$ cat src/rtl/vdec_pkg.sv
package vdec_pkg;

  // scalar operand and lane data width
  localparam int XLEN       = 32;
  localparam int REG_ADDR_W = 5;

  // same code as vsew in vtype[5:3]
  typedef enum logic [1:0] {
    SEW8  = 2'b00,
    SEW16 = 2'b01,
    SEW32 = 2'b10
  } sew_t;

  typedef enum logic [2:0] {
    VALU_ADD       = 3'd0,
    VALU_SLIDEUP   = 3'd1,
    VALU_SLIDEDOWN = 3'd2,
    VALU_GATHER    = 3'd3,
    VALU_WADDU     = 3'd4,
    VALU_NSRL      = 3'd5
  } valu_op_t;

  // source element offset for vs2
  typedef enum logic [1:0] {
    VS2_SRC_NORMAL        = 2'd0,
    VS2_SRC_IDX_PLUS_RS1  = 2'd1,
    VS2_SRC_IDX_PLUS_UIMM = 2'd2,
    VS2_SRC_VS1           = 2'd3
  } vs2_src_t;

  // element offset for the vd write
  typedef enum logic [1:0] {
    VD_SRC_NORMAL        = 2'd0,
    VD_SRC_IDX_PLUS_RS1  = 2'd1,
    VD_SRC_IDX_PLUS_UIMM = 2'd2
  } vd_src_t;

  localparam logic [6:0] OPC_OPV  = 7'b1010111;
  localparam logic [2:0] F3_OPIVV = 3'b000;
  localparam logic [2:0] F3_OPMVV = 3'b010;
  localparam logic [2:0] F3_OPIVI = 3'b011;
  localparam logic [2:0] F3_OPIVX = 3'b100;

  localparam logic [5:0] F6_ADD       = 6'b000000;
  localparam logic [5:0] F6_RGATHER   = 6'b001100;
  localparam logic [5:0] F6_SLIDEUP   = 6'b001110;
  localparam logic [5:0] F6_SLIDEDOWN = 6'b001111;
  localparam logic [5:0] F6_NSRL      = 6'b101100;
  localparam logic [5:0] F6_WADDU     = 6'b110000;

endpackage

$ cat src/rtl/vdec_ctrl.sv
`timescale 1ns/100ps

module vdec_ctrl #(
  parameter int OFFSET_W = 8
) (
  input  logic                            CLK,
  input  logic                            nRST,
  input  logic                            flush,
  input  logic                            instr_valid,
  input  logic                            instr_ready,
  input  logic [vdec_pkg::XLEN-1:0]       instr,
  input  logic [vdec_pkg::XLEN-1:0]       xs1,
  input  vdec_pkg::sew_t                  vtype_sew,
  input  logic [OFFSET_W-1:0]             vl,
  output vdec_pkg::valu_op_t              aluop,
  output logic [vdec_pkg::REG_ADDR_W-1:0] vs1_idx,
  output logic [vdec_pkg::REG_ADDR_W-1:0] vs2_idx,
  output logic [vdec_pkg::REG_ADDR_W-1:0] vd_idx,
  output logic [4:0]                      imm5,
  output logic                            vm,
  output vdec_pkg::vs2_src_t              vs2_src,
  output vdec_pkg::vd_src_t               vd_src,
  output logic                            widen,
  output logic                            narrow,
  output logic                            legal,
  output logic [vdec_pkg::XLEN-1:0]       held_xs1,
  output vdec_pkg::sew_t                  held_sew,
  output logic [OFFSET_W-1:0]             held_vl,
  output logic                            start
);
  import vdec_pkg::*;

  logic [XLEN-1:0] held_instr;
  logic [6:0]      opcode;
  logic [2:0]      funct3;
  logic [5:0]      funct6;
  logic            accept;

  assign accept = instr_valid & instr_ready;

  // one-cycle pulse after the instruction is taken
  always_ff @(posedge CLK, negedge nRST) begin
    if (!nRST) begin
      start <= 1'b0;
    end else begin
      start <= accept & ~flush;
    end
  end

  always_ff @(posedge CLK) begin
    if (accept) begin
      held_instr <= instr;
      held_xs1   <= xs1;
      held_sew   <= vtype_sew;
      held_vl    <= vl;
    end
  end

  // OPV field layout
  assign opcode  = held_instr[6:0];
  assign vd_idx  = held_instr[11:7];
  assign funct3  = held_instr[14:12];
  assign vs1_idx = held_instr[19:15];
  assign imm5    = held_instr[19:15];
  assign vs2_idx = held_instr[24:20];
  assign vm      = held_instr[25];
  assign funct6  = held_instr[31:26];

  always_comb begin
    aluop   = VALU_ADD;
    vs2_src = VS2_SRC_NORMAL;
    vd_src  = VD_SRC_NORMAL;
    widen   = 1'b0;
    narrow  = 1'b0;
    legal   = 1'b0;
    if (opcode == OPC_OPV) begin
      case (funct6)
        F6_ADD: begin
          legal = (funct3 == F3_OPIVV) || (funct3 == F3_OPIVX) || (funct3 == F3_OPIVI);
        end
        F6_SLIDEUP: begin
          aluop  = VALU_SLIDEUP;
          vd_src = (funct3 == F3_OPIVX) ? VD_SRC_IDX_PLUS_RS1 : VD_SRC_IDX_PLUS_UIMM;
          legal  = (funct3 == F3_OPIVX) || (funct3 == F3_OPIVI);
        end
        F6_SLIDEDOWN: begin
          aluop   = VALU_SLIDEDOWN;
          vs2_src = (funct3 == F3_OPIVX) ? VS2_SRC_IDX_PLUS_RS1 : VS2_SRC_IDX_PLUS_UIMM;
          legal   = (funct3 == F3_OPIVX) || (funct3 == F3_OPIVI);
        end
        F6_RGATHER: begin
          // gather index comes from the vs1 element
          aluop   = VALU_GATHER;
          vs2_src = VS2_SRC_VS1;
          legal   = (funct3 == F3_OPIVV);
        end
        F6_WADDU: begin
          aluop = VALU_WADDU;
          widen = 1'b1;
          legal = (funct3 == F3_OPMVV);
        end
        F6_NSRL: begin
          aluop  = VALU_NSRL;
          narrow = 1'b1;
          legal  = (funct3 == F3_OPIVV);
        end
        default: begin
          legal = 1'b0;
        end
      endcase
    end
  end

endmodule

$ cat src/rtl/elem_counter.sv
`timescale 1ns/100ps

module elem_counter #(
  parameter int OFFSET_W = 8
) (
  input  logic                CLK,
  input  logic                nRST,
  input  logic                flush,
  input  logic                start,
  input  logic                legal,
  input  logic [OFFSET_W-1:0] vl,
  input  logic                advance,
  output logic [OFFSET_W-1:0] offset,
  output logic                busy,
  output logic                last
);

  logic                run_q;
  logic [OFFSET_W:0]   next_off;

  // extra bit so offset+2 never wraps in the compare
  assign next_off = {1'b0, offset} + 2'd2;
  assign last     = next_off >= {1'b0, vl};

  // the decode cycle after acceptance also counts as busy
  assign busy = run_q | start;

  always_ff @(posedge CLK, negedge nRST) begin
    if (!nRST) begin
      run_q  <= 1'b0;
      offset <= '0;
    end else if (flush) begin
      run_q  <= 1'b0;
      offset <= '0;
    end else if (start) begin
      run_q  <= legal && (vl != '0);
      offset <= '0;
    end else if (run_q && advance) begin
      offset <= next_off[OFFSET_W-1:0];
      if (last) begin
        run_q <= 1'b0;
      end
    end
  end

endmodule

$ cat src/rtl/operand_offsets.sv
`timescale 1ns/100ps

module operand_offsets #(
  parameter int OFFSET_W = 8
) (
  input  logic [OFFSET_W-1:0]       offset,
  input  vdec_pkg::vs2_src_t        vs2_src,
  input  vdec_pkg::vd_src_t         vd_src,
  input  logic [vdec_pkg::XLEN-1:0] xs1,
  input  logic [4:0]                imm5,
  input  logic [vdec_pkg::XLEN-1:0] rf_vs1_lane0,
  input  logic [vdec_pkg::XLEN-1:0] rf_vs1_lane1,
  input  vdec_pkg::sew_t            sew,
  input  logic                      widen,
  input  logic                      narrow,
  output logic [OFFSET_W-1:0]       vs2_offset0,
  output logic [OFFSET_W-1:0]       vs2_offset1,
  output logic [OFFSET_W-1:0]       woffset0,
  output logic [OFFSET_W-1:0]       woffset1,
  output vdec_pkg::sew_t            eew,
  output vdec_pkg::sew_t            vs2_sew
);
  import vdec_pkg::*;

  logic [OFFSET_W-1:0] rs1_off;
  logic [OFFSET_W-1:0] uimm_off;
  logic [OFFSET_W-1:0] vs2_base;
  logic [OFFSET_W-1:0] vd_base;

  // sums wrap at OFFSET_W
  assign rs1_off  = OFFSET_W'(xs1);
  assign uimm_off = OFFSET_W'(imm5);

  always_comb begin
    case (vs2_src)
      VS2_SRC_IDX_PLUS_RS1:  vs2_base = offset + rs1_off;
      VS2_SRC_IDX_PLUS_UIMM: vs2_base = offset + uimm_off;
      default:               vs2_base = offset;
    endcase
    if (vs2_src == VS2_SRC_VS1) begin
      vs2_offset0 = OFFSET_W'(rf_vs1_lane0);
      vs2_offset1 = OFFSET_W'(rf_vs1_lane1);
    end else begin
      vs2_offset0 = vs2_base;
      vs2_offset1 = vs2_base + 1'b1;
    end
  end

  always_comb begin
    case (vd_src)
      VD_SRC_IDX_PLUS_RS1:  vd_base = offset + rs1_off;
      VD_SRC_IDX_PLUS_UIMM: vd_base = offset + uimm_off;
      default:              vd_base = offset;
    endcase
    woffset0 = vd_base;
    woffset1 = vd_base + 1'b1;
  end

  // widen caps at SEW32, narrow floors at SEW8
  always_comb begin
    eew     = sew;
    vs2_sew = sew;
    if (widen) begin
      eew = (sew == SEW8) ? SEW16 : SEW32;
    end else if (narrow) begin
      eew     = (sew == SEW32) ? SEW16 : SEW8;
      vs2_sew = (sew == SEW8) ? SEW16 : SEW32;
    end
  end

endmodule

$ cat src/rtl/de_pipe_reg.sv
`timescale 1ns/100ps

module de_pipe_reg #(
  parameter int OFFSET_W = 8
) (
  input  logic                            CLK,
  input  logic                            nRST,
  input  logic                            flush,
  input  logic                            busy,
  input  logic                            start,
  input  logic [OFFSET_W-1:0]             offset,
  input  logic [OFFSET_W-1:0]             vl,
  input  vdec_pkg::valu_op_t              aluop,
  input  logic [vdec_pkg::REG_ADDR_W-1:0] vd_idx,
  input  logic [4:0]                      imm5,
  input  logic                            vm,
  input  logic                            narrow,
  input  vdec_pkg::sew_t                  sew,
  input  vdec_pkg::sew_t                  eew,
  input  logic [OFFSET_W-1:0]             woffset0,
  input  logic [OFFSET_W-1:0]             woffset1,
  input  logic [OFFSET_W-1:0]             vs2_offset0,
  input  logic [OFFSET_W-1:0]             vs2_offset1,
  input  logic [vdec_pkg::XLEN-1:0]       rf_vs1_lane0,
  input  logic [vdec_pkg::XLEN-1:0]       rf_vs1_lane1,
  input  logic [vdec_pkg::XLEN-1:0]       rf_vs2_lane0,
  input  logic [vdec_pkg::XLEN-1:0]       rf_vs2_lane1,
  input  logic [1:0]                      rf_mask,
  input  logic                            out_ready,
  output logic                            advance,
  output logic                            out_valid,
  output vdec_pkg::valu_op_t              out_aluop,
  output vdec_pkg::sew_t                  out_eew,
  output logic [vdec_pkg::REG_ADDR_W-1:0] out_vd,
  output logic [OFFSET_W-1:0]             out_woffset0,
  output logic [OFFSET_W-1:0]             out_woffset1,
  output logic [1:0]                      out_wen,
  output logic [vdec_pkg::XLEN-1:0]       out_vs1_lane0,
  output logic [vdec_pkg::XLEN-1:0]       out_vs1_lane1,
  output logic [vdec_pkg::XLEN-1:0]       out_vs2_lane0,
  output logic [vdec_pkg::XLEN-1:0]       out_vs2_lane1,
  output logic [OFFSET_W-1:0]             out_vs2_offset0,
  output logic [OFFSET_W-1:0]             out_vs2_offset1,
  output logic [vdec_pkg::XLEN-1:0]       out_imm
);
  import vdec_pkg::*;

  logic       load;
  logic       lane1_active;
  logic [1:0] wen;

  // keep the narrowed source element only
  function automatic logic [XLEN-1:0] narrow_lane(input logic [XLEN-1:0] d,
                                                  input logic nar,
                                                  input sew_t s);
    narrow_lane = d;
    if (nar && (s == SEW32)) begin
      narrow_lane = {{(XLEN-16){1'b0}}, d[15:0]};
    end else if (nar && (s == SEW16)) begin
      narrow_lane = {{(XLEN-8){1'b0}}, d[7:0]};
    end
  endfunction

  assign advance = ~out_valid | out_ready;
  // no micro-op in the decode cycle that follows acceptance
  assign load    = advance & busy & ~start;

  // tail lane past vl
  assign lane1_active = ({1'b0, offset} + 1'b1) < {1'b0, vl};
  assign wen[0]       = vm | rf_mask[0];
  assign wen[1]       = (vm | rf_mask[1]) & lane1_active;

  always_ff @(posedge CLK, negedge nRST) begin
    if (!nRST) begin
      out_valid <= 1'b0;
      out_wen   <= 2'b00;
    end else if (flush) begin
      out_valid <= 1'b0;
      out_wen   <= 2'b00;
    end else if (advance) begin
      out_valid <= load;
      out_wen   <= load ? wen : 2'b00;
    end
  end

  always_ff @(posedge CLK) begin
    if (load) begin
      out_aluop       <= aluop;
      out_eew         <= eew;
      out_vd          <= vd_idx;
      out_woffset0    <= woffset0;
      out_woffset1    <= woffset1;
      out_vs1_lane0   <= rf_vs1_lane0;
      out_vs1_lane1   <= rf_vs1_lane1;
      out_vs2_lane0   <= narrow_lane(rf_vs2_lane0, narrow, sew);
      out_vs2_lane1   <= narrow_lane(rf_vs2_lane1, narrow, sew);
      out_vs2_offset0 <= vs2_offset0;
      out_vs2_offset1 <= vs2_offset1;
      out_imm         <= {{(XLEN-5){imm5[4]}}, imm5};
    end
  end

endmodule

$ cat src/rtl/vdecode_stage.sv
`timescale 1ns/100ps

module vdecode_stage #(
  parameter int OFFSET_W = 8
) (
  input  logic                            CLK,
  input  logic                            nRST,
  input  logic                            flush,
  input  logic                            instr_valid,
  output logic                            instr_ready,
  input  logic [vdec_pkg::XLEN-1:0]       instr,
  input  logic [vdec_pkg::XLEN-1:0]       xs1,
  input  vdec_pkg::sew_t                  vtype_sew,
  input  logic [OFFSET_W-1:0]             vl,
  output logic [vdec_pkg::REG_ADDR_W-1:0] rf_vs1,
  output logic [vdec_pkg::REG_ADDR_W-1:0] rf_vs2,
  output logic [vdec_pkg::REG_ADDR_W-1:0] rf_vs3,
  output logic [OFFSET_W-1:0]             rf_vs1_offset,
  output logic [OFFSET_W-1:0]             rf_vs2_offset,
  output logic [OFFSET_W-1:0]             rf_vs3_offset,
  output vdec_pkg::sew_t                  rf_vs2_sew,
  input  logic [vdec_pkg::XLEN-1:0]       rf_vs1_lane0,
  input  logic [vdec_pkg::XLEN-1:0]       rf_vs1_lane1,
  input  logic [vdec_pkg::XLEN-1:0]       rf_vs2_lane0,
  input  logic [vdec_pkg::XLEN-1:0]       rf_vs2_lane1,
  input  logic [1:0]                      rf_mask,
  output logic                            out_valid,
  input  logic                            out_ready,
  output vdec_pkg::valu_op_t              out_aluop,
  output vdec_pkg::sew_t                  out_eew,
  output logic [vdec_pkg::REG_ADDR_W-1:0] out_vd,
  output logic [OFFSET_W-1:0]             out_woffset0,
  output logic [OFFSET_W-1:0]             out_woffset1,
  output logic [1:0]                      out_wen,
  output logic [vdec_pkg::XLEN-1:0]       out_vs1_lane0,
  output logic [vdec_pkg::XLEN-1:0]       out_vs1_lane1,
  output logic [vdec_pkg::XLEN-1:0]       out_vs2_lane0,
  output logic [vdec_pkg::XLEN-1:0]       out_vs2_lane1,
  output logic [OFFSET_W-1:0]             out_vs2_offset0,
  output logic [OFFSET_W-1:0]             out_vs2_offset1,
  output logic [vdec_pkg::XLEN-1:0]       out_imm
);
  import vdec_pkg::*;

  valu_op_t              aluop;
  vs2_src_t              vs2_src;
  vd_src_t               vd_src;
  sew_t                  held_sew;
  sew_t                  eew;
  logic [REG_ADDR_W-1:0] vd_idx;
  logic [4:0]            imm5;
  logic                  vm;
  logic                  widen;
  logic                  narrow;
  logic                  legal;
  logic                  start;
  logic [XLEN-1:0]       held_xs1;
  logic [OFFSET_W-1:0]   held_vl;
  logic [OFFSET_W-1:0]   offset;
  logic                  busy;
  logic                  last;
  logic                  advance;
  logic [OFFSET_W-1:0]   vs2_offset1;
  logic [OFFSET_W-1:0]   woffset1;

  assign instr_ready   = ~busy;
  assign rf_vs1_offset = offset;
  assign rf_vs3        = vd_idx;

  vdec_ctrl #(.OFFSET_W(OFFSET_W)) vdec_ctrl_i (
    .CLK, .nRST, .flush, .instr_valid, .instr_ready, .instr, .xs1, .vtype_sew, .vl,
    .aluop, .vs1_idx(rf_vs1), .vs2_idx(rf_vs2), .vd_idx, .imm5, .vm, .vs2_src,
    .vd_src, .widen, .narrow, .legal, .held_xs1, .held_sew, .held_vl, .start
  );

  // last only gates the counter's own busy drop
  elem_counter #(.OFFSET_W(OFFSET_W)) elem_counter_i (
    .CLK, .nRST, .flush, .start, .legal, .vl(held_vl), .advance,
    .offset, .busy, .last
  );

  operand_offsets #(.OFFSET_W(OFFSET_W)) operand_offsets_i (
    .offset, .vs2_src, .vd_src, .xs1(held_xs1), .imm5, .rf_vs1_lane0, .rf_vs1_lane1,
    .sew(held_sew), .widen, .narrow, .vs2_offset0(rf_vs2_offset), .vs2_offset1,
    .woffset0(rf_vs3_offset), .woffset1, .eew, .vs2_sew(rf_vs2_sew)
  );

  de_pipe_reg #(.OFFSET_W(OFFSET_W)) de_pipe_reg_i (
    .CLK, .nRST, .flush, .busy, .start, .offset, .vl(held_vl), .aluop, .vd_idx,
    .imm5, .vm, .narrow, .sew(held_sew), .eew, .woffset0(rf_vs3_offset), .woffset1,
    .vs2_offset0(rf_vs2_offset), .vs2_offset1, .rf_vs1_lane0, .rf_vs1_lane1,
    .rf_vs2_lane0, .rf_vs2_lane1, .rf_mask, .out_ready, .advance, .out_valid,
    .out_aluop, .out_eew, .out_vd, .out_woffset0, .out_woffset1, .out_wen,
    .out_vs1_lane0, .out_vs1_lane1, .out_vs2_lane0, .out_vs2_lane1,
    .out_vs2_offset0, .out_vs2_offset1, .out_imm
  );

endmodule

$ cat config.mk
export PLATFORM = sky130hd
export DESIGN_NAME = vdecode_stage
export DESIGN_NICKNAME = d
export VERILOG_FILES = /design/src/rtl/vdec_pkg.sv /design/src/rtl/vdec_ctrl.sv /design/src/rtl/elem_counter.sv /design/src/rtl/operand_offsets.sv /design/src/rtl/de_pipe_reg.sv /design/src/rtl/vdecode_stage.sv
export SDC_FILE = /design/constraint.sdc
export NUM_CORES = 1
export LEC_CHECK = 0
export ABC_AREA = 0
export BUFFER_PORTS_ARGS = -buffer_cell sky130_fd_sc_hd__buf_2
export CAP_MARGIN = 20
export CORE_AREA = 5 5 175 177
export CTS_BUF_LIST = sky130_fd_sc_hd__clkbuf_4
export DETAILED_ROUTE_END_ITERATION = 12
export DIE_AREA = 0 0 180 182
export GPL_ROUTABILITY_DRIVEN = 0
export PLACE_DENSITY = 0.66
export SYNTH_ARGS = -nofsm -noshare
export SYNTH_HDL_FRONTEND = slang
export SYNTH_SLANG_ARGS = --single-unit
$ cat constraint.sdc
create_clock -name CLK -period 27.2 [get_ports CLK]
set_clock_uncertainty 0.1 [all_clocks]
set_input_delay 1.36 -clock CLK [delete_from_list [all_inputs] [get_ports CLK]]
set_output_delay 1.36 -clock CLK [all_outputs]
set_load 0.02 [all_outputs]
======== Word-level counts from Yosys, hierarchy flattened ========
Cells that the tools add are included.
storage, ports and cells
  register bits ........................... 238
  bits of input ports ..................... 209
  word-level logic and storage cells ...... 116
operators by class
  add/sub/neg operators ................... 6
  order comparisons ....................... 2
  equality and inequality tests ........... 16
  muxes and demuxes ....................... 38
  bitwise logic cells ..................... 13
  reduce and logical (&&, ||, !) cells .... 18
operators with widths
  cell                 number
  $mux 16              4
  $mux 8               5
  $pmux 8 s2           2
  $mux 2               12
  $eq 6x4->1 const B   3
  $add 8x1->8 const B  2
  $pmux 3 s5           1
  $eq 6x6->1 const B   2
  $mux 1               12
  $add 8x1->9 const B  1
  $add 8x2->9 const B  1
  $ge 9x8->1           1
  $lt 9x8->1           1
  $add 8x5->8          1
  $add 8x8->8          1
  $eq 2x2->1 const B   4
  $reduce_bool 8->1    1
  $eq 7x7->1 const B   1
  $eq 2x1->1 const B   3
  $eq 3x2->1 const B   2
  $logic_not 6->1      1
  $reduce_bool 3->1    2
  $reduce_or 2->1      3
  $and 1x1->1          5
  other kinds (11)     22

======== Logic depth before layout (Yosys ltp) ========
  depth after elaboration ................. 8
  depth in mapped cells ................... 17
  mapped depth without buffers ............ 16

======== Hierarchy ========
A second synthesis with hierarchy kept.
unflattened totals
  cell total of the unflattened synthesis .. 745
  area total of the unflattened synthesis .. 11,060.6 um^2
by module, submodules not included
  module           times used  cells each  area an instance (um^2)  sequential area each (um^2)
  de_pipe_reg      1           312         6,244.7                  5,330.1
  vdec_ctrl        1           138         2,666.3                  2,247.2
  operand_offsets  1           213         1,477.7                  0.0
  elem_counter     1           81          668.1                    200.2
  vdecode_stage    1           1           3.8                      0.0

======== Worst setup path before layout ========
No wires, ideal clock.
  path kind ............................... input port to flip-flop
  start point ............................. input port out_ready
  end point ............................... register de_pipe_reg_i.out_aluop[0] (enable)
  setup time .............................. 713 ps
  data arrival time ....................... 8,922 ps
  slack ................................... 17,465 ps
  cell stages on the path ................. 3
  cell sequence ........................... nand2b_1 > nand2_1 > nor2_1
on the way
  word-level cells in the longest chain between the ends .. 3
RTL lines
  what                       RTL line             text
  start: declaration         vdecode_stage.sv:28  input logic out_ready,
  $or 1x1->1                 de_pipe_reg.sv:64    assign advance = ~out_valid | out_ready;
  $and 1x1->1 (2 in series)  de_pipe_reg.sv:66    assign load = advance & busy & ~start;
  net de_pipe_reg_i.load     de_pipe_reg.sv:48    logic load;
  end signal: assignment     de_pipe_reg.sv:88    out_aluop <= aluop;
  end: declaration           de_pipe_reg.sv:32    output vdec_pkg::valu_op_t out_aluop,
The timed path passes the listed nets, and every way through them passes these cells.
A chain may end at the register's enable or synchronous reset.

======== Final worst setup path ========
  start point ............................. register vdec_ctrl_i.held_instr[5]
  end point ............................... output port rf_vs2_offset[6]
on the way
  word-level cells in the longest chain between the ends .. 5
  elaborated cells between the ends (all ways) .. 7
  classes of those cells .................. eq/ne (4); mux (3)
RTL lines
  what                                             RTL line               text
  start: declaration                               vdec_ctrl.sv:33        logic [XLEN-1:0] held_instr;
  start signal: assignment                         vdec_ctrl.sv:52        held_instr <= instr;
  $eq 7x7->1 (*)                                   vdec_ctrl.sv:76        if (opcode == OPC_OPV) begin
  $mux 2 (*)                                       vdec_ctrl.sv:76
  $eq 2x2->1 / $eq 2x1->1 (equally long branches)  operand_offsets.sv:35  case (vs2_src)
  $pmux 8 s2                                       operand_offsets.sv:35
  $mux 8 (*)                                       operand_offsets.sv:40  if (vs2_src == VS2_SRC_VS1) begin
  end: declaration                                 vdecode_stage.sv:19    output logic [OFFSET_W-1:0] rf_vs2_offset,
Mark *: on every way between the ends. The rest lies on a longest branch, timed or not.

==> results.json <==
{
  "path_max_fanout": 12,
  "synth_simple_gate_area_share_pct": 9.67,
  "io_buffer_count": 430,
  "synth_top_area_share_pct": 68.2,
  "hold_viol": 0,
  "htree_levels": 2,
  "criticalPathCategory": "flop to output port",
  "grt_pass1_vias": 7006,
  "min_period_ns": 5.73,
  "finalSetupViolCount": 0,
  "rsz0062_at_grt": "no",
  "drc": 0,
  "cts_tree": "built",
  "area_delta_synth_final_pct": 30.8,
  "finalMaxSlewViolations": 0,
  "die_y_um": 182,
  "powerDensity_mw_per_mm2": 56.6,
  "cts_buffer_depth": 3,
  "use_met3_pct": 4.89,
  "dpl-instance-area_mm2": 0.0122,
  "cts_resized": 0,
  "yosysWarnings": 0,
  "netlist_area_mm2": 0.00990,
  "die_width_um": 180,
  "drtIter0Drc": 322,
  "cts_setup_buffers": 0,
  "period_share_pct": 21.1,
  "antenna_found_initial": 6,
  "final_layout_size_suffix_gt1_share_pct": 47.9,
  "yosys.area.top_type": "edfxtp_1",
  "crit_buf_inv": 3,
  "cpPeakStageDelay_ns": 0.64,
  "layout.nets": 1343,
  "drt_wl_total_um": 27000,
  "synth_ff_type": "edfxtp_1",
  "grt_max_degree": 176,
  "cts_root_buffer": "clkbuf_4",
  "crit_slowest_cell": "a2111oi_0",
  "drt-vias-per-instance": 4.51,
  "setup_tns_ns": 0,
  "holdWs_ns": 0.349,
  "clock-sinks": 237,
  "dr.pass1.iters": 4,
  "use_met2_pct": 27.9,
  "clkTransAtPathRegs_ns": 0.06,
  "dr_total_vias": 6952,
  "core_area_mm2": 0.0291,
  "start_util_pct": 34.0,
  "hp-class": "flop to flop",
  "numCtsBuffers": 61,
  "status": "complete, no violations",
  "cpLargestDelayFamily": "simple AND/OR/NAND/NOR gates",
  "dp_hpwl_um": 20700,
  "maxCapViolations": 0,
  "synth_seq_cells": 237,
  "grt_use_total_pct": 15.7,
  "worstMarginPinSlew_ns": 1.07,
  "clk_latency_ns": 0.68,
  "async_reset_ff_share_pct": 5.06,
  "synthCells": 675,
  "postLayoutCellArea_mm2": 0.0130,
  "yosysSeqAreaShare_pct": 71.3,
  "p_leak_nw": 5.53,
  "die_area_mm2": 0.0328,
  "gr-total-overflow": 0,
  "io_pins": 456,
  "ir_worst_vdd_mv": 0.0243,
  "drtAntennaViolNets": 0,
  "yosysUniqueCellTypes": 52,
  "synth_fp_nets": 916,
  "max_clock_freq_mhz": 174,
  "muxShareOfSynthArea_pct": 1.04,
  "top_usage_layer": "met2",
  "maxSlewHeadroom_pct": 28.3,
  "synth_fa_ha_area_share_pct": 4.04,
  "cp_cell_sequence": "nand4b_1, nor3_1, buf_4, nand2_1, nor3_1, o21ai_0, ha_1, inv_1, nand2_1, a2111oi_0, or2_2, mux2_2, buf_2",
  "yosys-top-cells-area": "edfxtp_1, ha_1, and2_1",
  "cp.required_ns": 25.74,
  "wl_per_cell_um": 17.5,
  "synth_xor_area_share_pct": 2.57,
  "avgSynthCellArea_um2": 14.7,
  "ctsHoldBuffers": 0,
  "crit_path_end_kind": "output port",
  "critPathArrivalTime_ns": 4.27,
  "synth_compound_area_share_pct": 6.24,
  "synth_top_family_by_area": "simple AND/OR/NAND/NOR gates",
  "grt_pass1_wl_um": 40300,
  "startpoint_type": "flop",
  "met1_usage_pct": 17.7,
  "rows": 63,
  "synth_edf_count": 225
}
==> synthesized netlist by cell type, drive strengths merged (9+ instances only) <==
library cell / count
a21o: 9
nor2: 29
clkbuf: 26
xnor2: 12
a21oi: 14
inv: 22
buf: 44
xor2: 17
ha: 32
edfxtp: 225
nand2: 48
o21ai: 26
and2: 54
dfrtp: 12
==> layout make-up <==
type / count / area, um^2
antenna: 2 / 5.00
clock inverter: 16 / 77.6
clock buffer: 94 / 706
multi-input combinational: 346 / 2340
fill: 2718 / 16100
timing repair buffer: 434 / 2190
tap: 390 / 488
sequential: 237 / 7060
inverter: 22 / 82.6
==> stage by stage <==
stage | utilization [%] | setup WS, ns | power, W | std cells
2_1_floorplan | - | 17.47 | 0.000427 | 675
3_3_place_gp | 41.8 | 22.17 | 0.000442 | 1429
3_5_place_dp | 41.8 | 22.18 | 0.000443 | 1429
4_1_cts | 44.5 | 21.35 | 0.000748 | 1539
5_1_grt | 44.5 | 21.04 | 0.000771 | 1541
6_report | 44.5 | 21.47 | 0.000734 | 1541
==> routing by layer <==
| layer | wire (um) | vias to the layer above | part of all wire (%) |
|---|---|---|---|
| li1 | - | 3319 | - |
| met1 | 10300 | 3276 | 38 |
| met2 | 14000 | 287 | 52 |
| met3 | 1940 | 62 | 7.2 |
| met4 | 710 | 8 | 2.6 |
| met5 | 48 | - | 0.18 |
==> final timing paths <==
| check | start | end | slack [ns] | cells after the start |
|---|---|---|---|---|
| setup / recovery | vdec_ctrl_i.held_instr[5]$_DFFE_PP_ | rf_vs2_offset[6] | 21.47 | 13 |
| max in group asynchronous | nRST | elem_counter_i.offset[1]$_DFFE_PN0P_ | 26.31 | 1 |
| min in group asynchronous | nRST | de_pipe_reg_i.out_valid$_DFFE_PN0P_ | 0.44 | 1 |
| hold / removal | vdec_ctrl_i.held_instr[9]$_DFFE_PP_ | de_pipe_reg_i.out_vd[2]$_DFFE_PP_ | 0.35 | 0 |
| setup reg to reg | vdec_ctrl_i.held_instr[5]$_DFFE_PP_ | de_pipe_reg_i.out_vs2_offset1[6]$_DFFE_PP_ | 23.07 | 17 |
| hold reg to reg | vdec_ctrl_i.held_instr[9]$_DFFE_PP_ | de_pipe_reg_i.out_vd[2]$_DFFE_PP_ | 0.35 | 0 |
==> logic make-up after synthesis <==
family | count (synthesis)
XOR/XNOR | 29
AND/OR/NAND/NOR | 183
buffers and inverters | 92
multiplexers | 9
other | 1
adder cells (fa/ha/maj) | 32
flip-flops | 237
AO/OA/AOI/OAI | 92
==> sequential cells by signal, summed over array words and instances, names as in the netlist, 5 cells and up <==
register                       flops
de_pipe_reg_i.out_vs1_lane0       32
de_pipe_reg_i.out_vs1_lane1       32
de_pipe_reg_i.out_vs2_lane0       32
de_pipe_reg_i.out_vs2_lane1       32
vdec_ctrl_i.held_instr            32
de_pipe_reg_i.out_vs2_offset0      8
de_pipe_reg_i.out_vs2_offset1      8
de_pipe_reg_i.out_woffset0         8
de_pipe_reg_i.out_woffset1         8
vdec_ctrl_i.held_vl                8
vdec_ctrl_i.held_xs1               8
elem_counter_i.offset              7
de_pipe_reg_i.out_imm              5
de_pipe_reg_i.out_vd               5
==> power by group <==
group	total [W]	internal [W]	switching, W
sequential	0.000407	0.000404	0.00000281
clock	0.000299	0.000157	0.000141
combinational	0.0000283	0.0000147	0.0000135
==> cells in the final DEF, fill, tap and decap left out, types with 17 or more instances in the layout <==
cell	n
and2_1	53
nand2_1	47
buf_2	430
o21ai_0	26
clkbuf_4	94
inv_1	22
xor2_1	17
edfxtp_1	225
nor2_1	28
ha_1	32
No activity file was read; power rests on OpenSTA's default activity.
